[config.mk]
export PLATFORM = sky130hd
export DESIGN_NAME = periph_top
export DESIGN_NICKNAME = d
export VERILOG_FILES = /design/src/rtl/soc_periph_pkg.sv /design/src/rtl/periph_top.sv /design/src/rtl/intc.sv /design/src/rtl/mtimer.sv /design/src/rtl/cfg_regs.sv /design/src/rtl/apb_periph_decode.sv
export SDC_FILE = /design/constraint.sdc
export NUM_CORES = 1
export LEC_CHECK = 0
export CORE_MARGIN = 10
export CORE_UTILIZATION = 70
export DETAILED_ROUTE_END_ITERATION = 16
export DONT_BUFFER_PORTS = 1
export GPL_TIMING_DRIVEN = 0
export PLACE_DENSITY_LB_ADDON = 0.3
export RECOVER_POWER = 25
export SLEW_MARGIN = 30
export SYNTH_ARGS = -nofsm -noshare
export SYNTH_HDL_FRONTEND = slang
export SYNTH_SLANG_ARGS = --single-unit
[constraint.sdc]
create_clock -name clk -period 7.7 [get_ports clk]
set_input_delay 0.385 -clock clk [delete_from_list [all_inputs] [get_ports clk]]
set_output_delay 0.385 -clock clk [all_outputs]
set_load 0.05 [all_outputs]
[src/rtl/soc_periph_pkg.sv]
package soc_periph_pkg;

    // low address bits decoded inside each slave
    localparam int REG_OFS_W = 12;

    // address bit that steers a transfer to the interrupt controller
    localparam int INTC_SEL_BIT = 27;

    localparam logic [31:0] CFG_ID_VALUE = 32'h5052_0100;

    typedef struct packed {
        logic        psel;
        logic        penable;
        logic [31:0] paddr;
        logic        pwrite;
        logic [3:0]  pstrb;
        logic [31:0] pwdata;
    } apb_req_t;

    typedef struct packed {
        logic [31:0] prdata;
        logic        pslverr;
        logic        pready;
    } apb_rsp_t;

    typedef struct packed {
        logic msip;
        logic mtip;
        logic meip;
    } irq_t;

    typedef enum logic [REG_OFS_W-1:0] {
        CFG_CORE_CTRL = 12'h000,
        CFG_SCRATCH   = 12'h004,
        CFG_ID        = 12'h008
    } cfg_reg_e;

    // CLINT-style layout, timer halves little end first
    typedef enum logic [REG_OFS_W-1:0] {
        INTC_MSIP        = 12'h000,
        INTC_MTIMECMP_LO = 12'h004,
        INTC_MTIMECMP_HI = 12'h008,
        INTC_MTIME_LO    = 12'h00C,
        INTC_MTIME_HI    = 12'h010,
        INTC_EIE         = 12'h014,
        INTC_EIP         = 12'h018
    } intc_reg_e;

endpackage
[src/rtl/periph_top.sv]
`timescale 1ns/1ps

module periph_top #(
    parameter int TICK_DIV    = 4,
    parameter int NUM_EXT_IRQ = 32
) (
    input  logic                     clk,
    input  logic                     rst_n,

    input  soc_periph_pkg::apb_req_t apb_req,
    output soc_periph_pkg::apb_rsp_t apb_rsp,

    input  logic [NUM_EXT_IRQ-1:0]   ints,
    output logic                     core_rstn,
    output soc_periph_pkg::irq_t     irq
);

    import soc_periph_pkg::*;

    apb_req_t cfg_req;
    apb_rsp_t cfg_rsp;
    apb_req_t intc_req;
    apb_rsp_t intc_rsp;

    apb_periph_decode u_decode (
        .req      ( apb_req  ),
        .rsp      ( apb_rsp  ),
        .cfg_req  ( cfg_req  ),
        .cfg_rsp  ( cfg_rsp  ),
        .intc_req ( intc_req ),
        .intc_rsp ( intc_rsp )
    );

    cfg_regs u_cfg_regs (
        .clk       ( clk       ),
        .rst_n     ( rst_n     ),
        .req       ( cfg_req   ),
        .rsp       ( cfg_rsp   ),
        .core_rstn ( core_rstn )
    );

    // interrupt block lives in the core reset domain
    intc #(
        .TICK_DIV    ( TICK_DIV    ),
        .NUM_EXT_IRQ ( NUM_EXT_IRQ )
    ) u_intc (
        .clk   ( clk       ),
        .rst_n ( core_rstn ),
        .req   ( intc_req  ),
        .rsp   ( intc_rsp  ),
        .ints  ( ints      ),
        .irq   ( irq       )
    );

endmodule

[src/rtl/intc.sv]
`timescale 1ns/1ps

module intc #(
    parameter int TICK_DIV    = 4,
    parameter int NUM_EXT_IRQ = 32
) (
    input  logic                     clk,
    input  logic                     rst_n,

    input  soc_periph_pkg::apb_req_t req,
    output soc_periph_pkg::apb_rsp_t rsp,

    input  logic [NUM_EXT_IRQ-1:0]   ints,
    output soc_periph_pkg::irq_t     irq
);

    import soc_periph_pkg::*;

    intc_reg_e              reg_sel;
    logic                   access;
    logic                   wr_en;
    logic                   hit;
    logic [31:0]            rdata;
    logic                   msip_bit;
    logic [NUM_EXT_IRQ-1:0] eie;
    logic                   msip_q;
    logic                   meip_q;
    logic                   timer_irq;
    logic [63:0]            mtime;
    logic [63:0]            mtimecmp;

    assign reg_sel = intc_reg_e'(req.paddr[REG_OFS_W-1:0]);
    assign access  = req.psel & req.penable;
    assign wr_en   = access & req.pwrite & hit;

    always_comb begin
        hit   = 1'b1;
        rdata = '0;
        case (reg_sel)
            INTC_MSIP:        rdata = {31'b0, msip_bit};
            INTC_MTIMECMP_LO: rdata = mtimecmp[31:0];
            INTC_MTIMECMP_HI: rdata = mtimecmp[63:32];
            INTC_MTIME_LO:    rdata = mtime[31:0];
            INTC_MTIME_HI:    rdata = mtime[63:32];
            INTC_EIE:         rdata = 32'(eie);
            INTC_EIP:         rdata = 32'(ints);
            default:          hit   = 1'b0;
        endcase
    end

    // mtime and EIP are read only, writes there just complete
    always_ff @(posedge clk or negedge rst_n) begin
        if (!rst_n) begin
            msip_bit <= 1'b0;
            eie      <= '0;
        end else if (wr_en) begin
            case (reg_sel)
                INTC_MSIP: msip_bit <= req.pwdata[0];
                INTC_EIE:  eie      <= req.pwdata[NUM_EXT_IRQ-1:0];
                default:   ;
            endcase
        end
    end

    always_ff @(posedge clk or negedge rst_n) begin
        if (!rst_n) begin
            msip_q <= 1'b0;
            meip_q <= 1'b0;
        end else begin
            msip_q <= msip_bit;
            meip_q <= |(ints & eie);
        end
    end

    mtimer #(
        .TICK_DIV ( TICK_DIV )
    ) u_mtimer (
        .clk       ( clk                                   ),
        .rst_n     ( rst_n                                 ),
        .cmp_wr_lo ( wr_en && (reg_sel == INTC_MTIMECMP_LO) ),
        .cmp_wr_hi ( wr_en && (reg_sel == INTC_MTIMECMP_HI) ),
        .wdata     ( req.pwdata                            ),
        .mtime     ( mtime                                 ),
        .mtimecmp  ( mtimecmp                              ),
        .mtip      ( timer_irq                             )
    );

    assign irq = '{msip: msip_q, mtip: timer_irq, meip: meip_q};
    assign rsp = '{prdata: rdata, pslverr: access & ~hit, pready: 1'b1};

    // zero wait states, even while the core is held in reset
    assert property (@(posedge clk) req.psel && req.penable |-> rsp.pready)
        else $error("intc stalled an access cycle");

endmodule

[src/rtl/mtimer.sv]
`timescale 1ns/1ps

module mtimer #(
    parameter int TICK_DIV = 4
) (
    input  logic        clk,
    input  logic        rst_n,

    input  logic        cmp_wr_lo,
    input  logic        cmp_wr_hi,
    input  logic [31:0] wdata,

    output logic [63:0] mtime,
    output logic [63:0] mtimecmp,
    output logic        mtip
);

    localparam int PW = (TICK_DIV > 1) ? $clog2(TICK_DIV) : 1;

    logic [PW-1:0] pre_cnt;
    logic          tick;

    assign tick = (pre_cnt == PW'(TICK_DIV - 1));

    // prescaler, one tick every TICK_DIV cycles
    always_ff @(posedge clk or negedge rst_n) begin
        if (!rst_n) begin
            pre_cnt <= '0;
        end else if (tick) begin
            pre_cnt <= '0;
        end else begin
            pre_cnt <= pre_cnt + 1'b1;
        end
    end

    always_ff @(posedge clk or negedge rst_n) begin
        if (!rst_n) begin
            mtime <= '0;
        end else if (tick) begin
            mtime <= mtime + 64'd1;
        end
    end

    always_ff @(posedge clk or negedge rst_n) begin
        if (!rst_n) begin
            mtimecmp <= '1;
        end else begin
            if (cmp_wr_lo) begin
                mtimecmp[31:0] <= wdata;
            end
            if (cmp_wr_hi) begin
                mtimecmp[63:32] <= wdata;
            end
        end
    end

    always_ff @(posedge clk or negedge rst_n) begin
        if (!rst_n) begin
            mtip <= 1'b0;
        end else begin
            mtip <= (mtime >= mtimecmp);
        end
    end

    assert property (@(posedge clk) disable iff (!rst_n) mtime >= $past(mtime))
        else $error("mtime went backwards");

endmodule

[src/rtl/cfg_regs.sv]
`timescale 1ns/1ps

module cfg_regs (
    input  logic                     clk,
    input  logic                     rst_n,

    input  soc_periph_pkg::apb_req_t req,
    output soc_periph_pkg::apb_rsp_t rsp,

    output logic                     core_rstn
);

    import soc_periph_pkg::*;

    cfg_reg_e    reg_sel;
    logic        access;
    logic        wr_en;
    logic        hit;
    logic [31:0] rdata;
    logic        core_run;
    logic [31:0] scratch;

    assign reg_sel = cfg_reg_e'(req.paddr[REG_OFS_W-1:0]);
    assign access  = req.psel & req.penable;
    assign wr_en   = access & req.pwrite & hit;

    always_comb begin
        hit   = 1'b1;
        rdata = '0;
        case (reg_sel)
            CFG_CORE_CTRL: rdata = {31'b0, core_run};
            CFG_SCRATCH:   rdata = scratch;
            CFG_ID:        rdata = CFG_ID_VALUE;
            default:       hit   = 1'b0;
        endcase
    end

    always_ff @(posedge clk or negedge rst_n) begin
        if (!rst_n) begin
            core_run <= 1'b0;
            scratch  <= '0;
        end else if (wr_en) begin
            if (reg_sel == CFG_CORE_CTRL && req.pstrb[0]) begin
                core_run <= req.pwdata[0];
            end
            if (reg_sel == CFG_SCRATCH) begin
                for (int b = 0; b < 4; b++) begin
                    if (req.pstrb[b]) begin
                        scratch[8*b +: 8] <= req.pwdata[8*b +: 8];
                    end
                end
            end
        end
    end

    // core reset release lags core_run by one cycle
    always_ff @(posedge clk or negedge rst_n) begin
        if (!rst_n) begin
            core_rstn <= 1'b0;
        end else begin
            core_rstn <= core_run;
        end
    end

    assign rsp = '{prdata: rdata, pslverr: access & ~hit, pready: 1'b1};

    assert property (@(posedge clk) !rst_n |-> !core_rstn)
        else $error("core reset released while system reset is held");

endmodule

[src/rtl/apb_periph_decode.sv]
`timescale 1ns/1ps

module apb_periph_decode (
    input  soc_periph_pkg::apb_req_t req,
    output soc_periph_pkg::apb_rsp_t rsp,

    output soc_periph_pkg::apb_req_t cfg_req,
    input  soc_periph_pkg::apb_rsp_t cfg_rsp,

    output soc_periph_pkg::apb_req_t intc_req,
    input  soc_periph_pkg::apb_rsp_t intc_rsp
);

    import soc_periph_pkg::*;

    logic intc_hit;

    assign intc_hit = req.paddr[INTC_SEL_BIT];

    always_comb begin
        // address, strobes and data go to both sides unchanged
        cfg_req          = req;
        cfg_req.psel     = req.psel & ~intc_hit;
        cfg_req.penable  = req.penable & ~intc_hit;

        intc_req         = req;
        intc_req.psel    = req.psel & intc_hit;
        intc_req.penable = req.penable & intc_hit;

        // response back from whichever slave owns the address
        rsp = intc_hit ? intc_rsp : cfg_rsp;

        assert final ((cfg_req.psel & intc_req.psel) !== 1'b1)
            else $error("both peripheral slaves selected at once");
    end

endmodule

==> results.json <==
{
  "status": "complete, but fails checks",
  "violations": "capacitance limit, slew limit",
  "power_density_mw_per_mm2": 158,
  "ant_nets": 0,
  "start_util_pct": 70.7,
  "r2r_setup_slack_ns": 4.01,
  "die_x_microns": 149,
  "crit_path_end": "apb_rsp[31]",
  "relSlewSlack_pct": -66.1,
  "crit_required_ns": 7.32,
  "hold_class": "in2reg",
  "syn-num-nets": 1247,
  "die-area_sq_mm": 0.0222,
  "cts_buffers": 17,
  "antenna_found_initial": 1,
  "globalplace.congestion": 0.999,
  "fp-row-count": 47,
  "ctsHoldBuffers": 2,
  "synth_seq_cells": 200,
  "worstSetupStartpoint": "apb_req[40]",
  "track_usage_pct": 33.2,
  "cts_root_buffer": "clkbuf_16",
  "grt_max_degree": 52,
  "p_sw_uw": 492,
  "die_h_microns": 149,
  "finish.utilization_pct": 76.7,
  "place_hpwl_mm": 27.1,
  "hp-start": "apb_req[2]",
  "start_kind": "input pin",
  "synth_top_cell_by_area": "dfrtp_1",
  "synth.area.top_cells": "dfrtp_1, dfstp_2, mux2_2",
  "grt_pass1_wl_mm": 55.5,
  "p_int_mw": 1.50,
  "htreeDepth": 4,
  "synth_async_sr_flop_share_pct": 100,
  "syn_to_final_growth_pct": 8.52,
  "critPathKind": "in2out",
  "via_count": 9142,
  "yosysSeqAreaShare_pct": 43.7,
  "clk_pin_slew_ns": 0.08,
  "combPwrFrac_pct": 2.3,
  "viasPerCell": 6.85,
  "clock_power_share_pct": 45.1,
  "cts_setup_buffers": 0,
  "worst-slew-pin-transition_ns": 2.49,
  "drv_cap": 3,
  "finalCritPeriodShare_pct": 52.6,
  "final-hold-violation-count": 0,
  "p_sw_share_pct": 24.7,
  "skew_ns": 0.00966,
  "core_area_sq_mm": 0.0165,
  "placedCellCount": 1299,
  "first_global_vias": 9372,
  "ios": 143,
  "final_cell_count_no_fill": 1334,
  "gr-total-overflow": 0,
  "wl_mm": 36.6,
  "synthCells": 1076,
  "synth_most_common_cell": "mux2_2",
  "drc": 0,
  "drv_slew": 104,
  "rr_endpoint": "u_intc.u_mtimer.mtime[44]",
  "cts_tree": "yes",
  "synth-main-ff-cell": "dfrtp_1",
  "placed_area_sq_mm": 0.0121,
  "clk_latency_ns": 0.45,
  "synth.distinct_cells": 57,
  "avgSynthCellArea_sq_um": 10.8,
  "wl_per_cell_microns": 27.4,
  "first_iter_violations": 1078,
  "worstPathMaxFanout": 10,
  "syn_area_sq_mm": 0.0116,
  "numClockSinks": 200,
  "max_freq_mhz": 247,
  "finalSetupViolations": 0,
  "nNetsFinal": 1271,
  "seqPwrFrac_pct": 52.7,
  "tns_ns": 0,
  "design_area_sq_mm": 0.0126,
  "dr.pass1.iters": 6,
  "rsz0062_at_grt": "false",
  "cts_resized": 0,
  "r2r-start": "u_cfg_regs.core_rstn",
  "cp-end-kind": "output port",
  "vdd_drop_max_v": 0.000176,
  "synth-edff-count": 0,
  "portBuffers": 0,
  "r2r_cells": 1,
  "clockBufferDepth": 2,
  "synth.top_cell.area_share_pct": 29.2,
  "p_total_mw": 1.99,
  "ys_warn_count": 0,
  "worstPathArrival_ns": 3.66,
  "synth_common_cells": "mux2_2, dfrtp_1, nand2_1",
  "drive_gt1_share_pct": 26.3,
  "p_leak_nw": 5.79,
  "min_period_ns": 4.05
}
worst min-delay path by stage:
stage	end	slack, ns	depth (start not counted)
2_1_floorplan	u_cfg_regs.core_rstn	0.09	0
3_3_place_gp	u_cfg_regs.scratch[23]	0.09	0
3_5_place_dp	u_cfg_regs.scratch[23]	0.09	0
4_1_cts	u_intc.eie[2]	0.06	1
5_1_grt	u_intc.eie[2]	0.06	1
6_report	u_intc.u_mtimer.mtimecmp[34]	0.06	1
placed cells by master (no fill, tap or decap), types with 38 or more instances in the layout:
cell type  instances
a21o_1            38
xnor2_1           43
dfrtp_1          136
mux2_2           143
nor2_1            44
a21oi_1           57
dfstp_2           64
nand2_1           74
ha_1              66
inv_1             70
layout make-up:
cell class,count,area (sq um)
diodes,1,2.50
plain buffers,51,253
clock buffers,17,425
clock inverters,15,155
fillers,1120,3830
inverters,70,263
multi-input cells,755,6100
flip-flops and latches,200,5080
well taps,220,275
repair buffers,5,72.6
power by group through the flow:
stage               combinational (mW)  clock, mW  sequential, mW
floorplan                       0.0280          0            1.07
global placement                0.0373          0            1.07
detailed placement              0.0386          0            1.07
CTS                             0.0455      0.894            1.05
global route                    0.0465      0.936            1.05
finish                          0.0451      0.897            1.05
per-stage QoR:
step	setup slack, ns	hold WS [ns]
floorplan	2.37	0.0894
global route	3.54	0.0616
CTS	3.83	0.0638
detailed placement	3.84	0.0907
global placement	0.428	0.0907
finish	3.65	0.0644
sequential cells by signal, summed over array words and instances, names as in the netlist:
signal,cells
u_cfg_regs.core_rstn,1
u_cfg_regs.core_run,1
u_cfg_regs.scratch,32
u_intc.eie,32
u_intc.meip_q,1
u_intc.msip_bit,1
u_intc.msip_q,1
u_intc.u_mtimer.mtime,64
u_intc.u_mtimer.mtimecmp,64
u_intc.u_mtimer.mtip,1
u_intc.u_mtimer.pre_cnt,2
layer usage:
layer / vias to the layer above / track usage (%) / share of wire [%]
met5: - / 0 / 0
met4: 0 / 17.7 / 5.4
met3: 130 / 9.62 / 10
met2: 509 / 52.5 / 47
met1: 4540 / 40.2 / 38
li1: 3963 / - / -
kinds of logic after synthesis:
family          synth area share (%)
xor+xnor                        4.74
other cells                   0.0322
compound gates                  11.2
buf+inv                         4.42
simple gates                    11.8
mux                             17.1
fa+ha+maj                       7.09
flops                           43.7
worst max-delay path, stage by stage:
cell	delay, ns
clkbuf_1	0.16
nor4b_4	0.69
and4_1	0.28
clkbuf_1	0.50
clkbuf_1	0.77
a222oi_1	0.21
a21oi_1	0.26
a21o_1	0.40
Power figures use the tool's default switching activity.
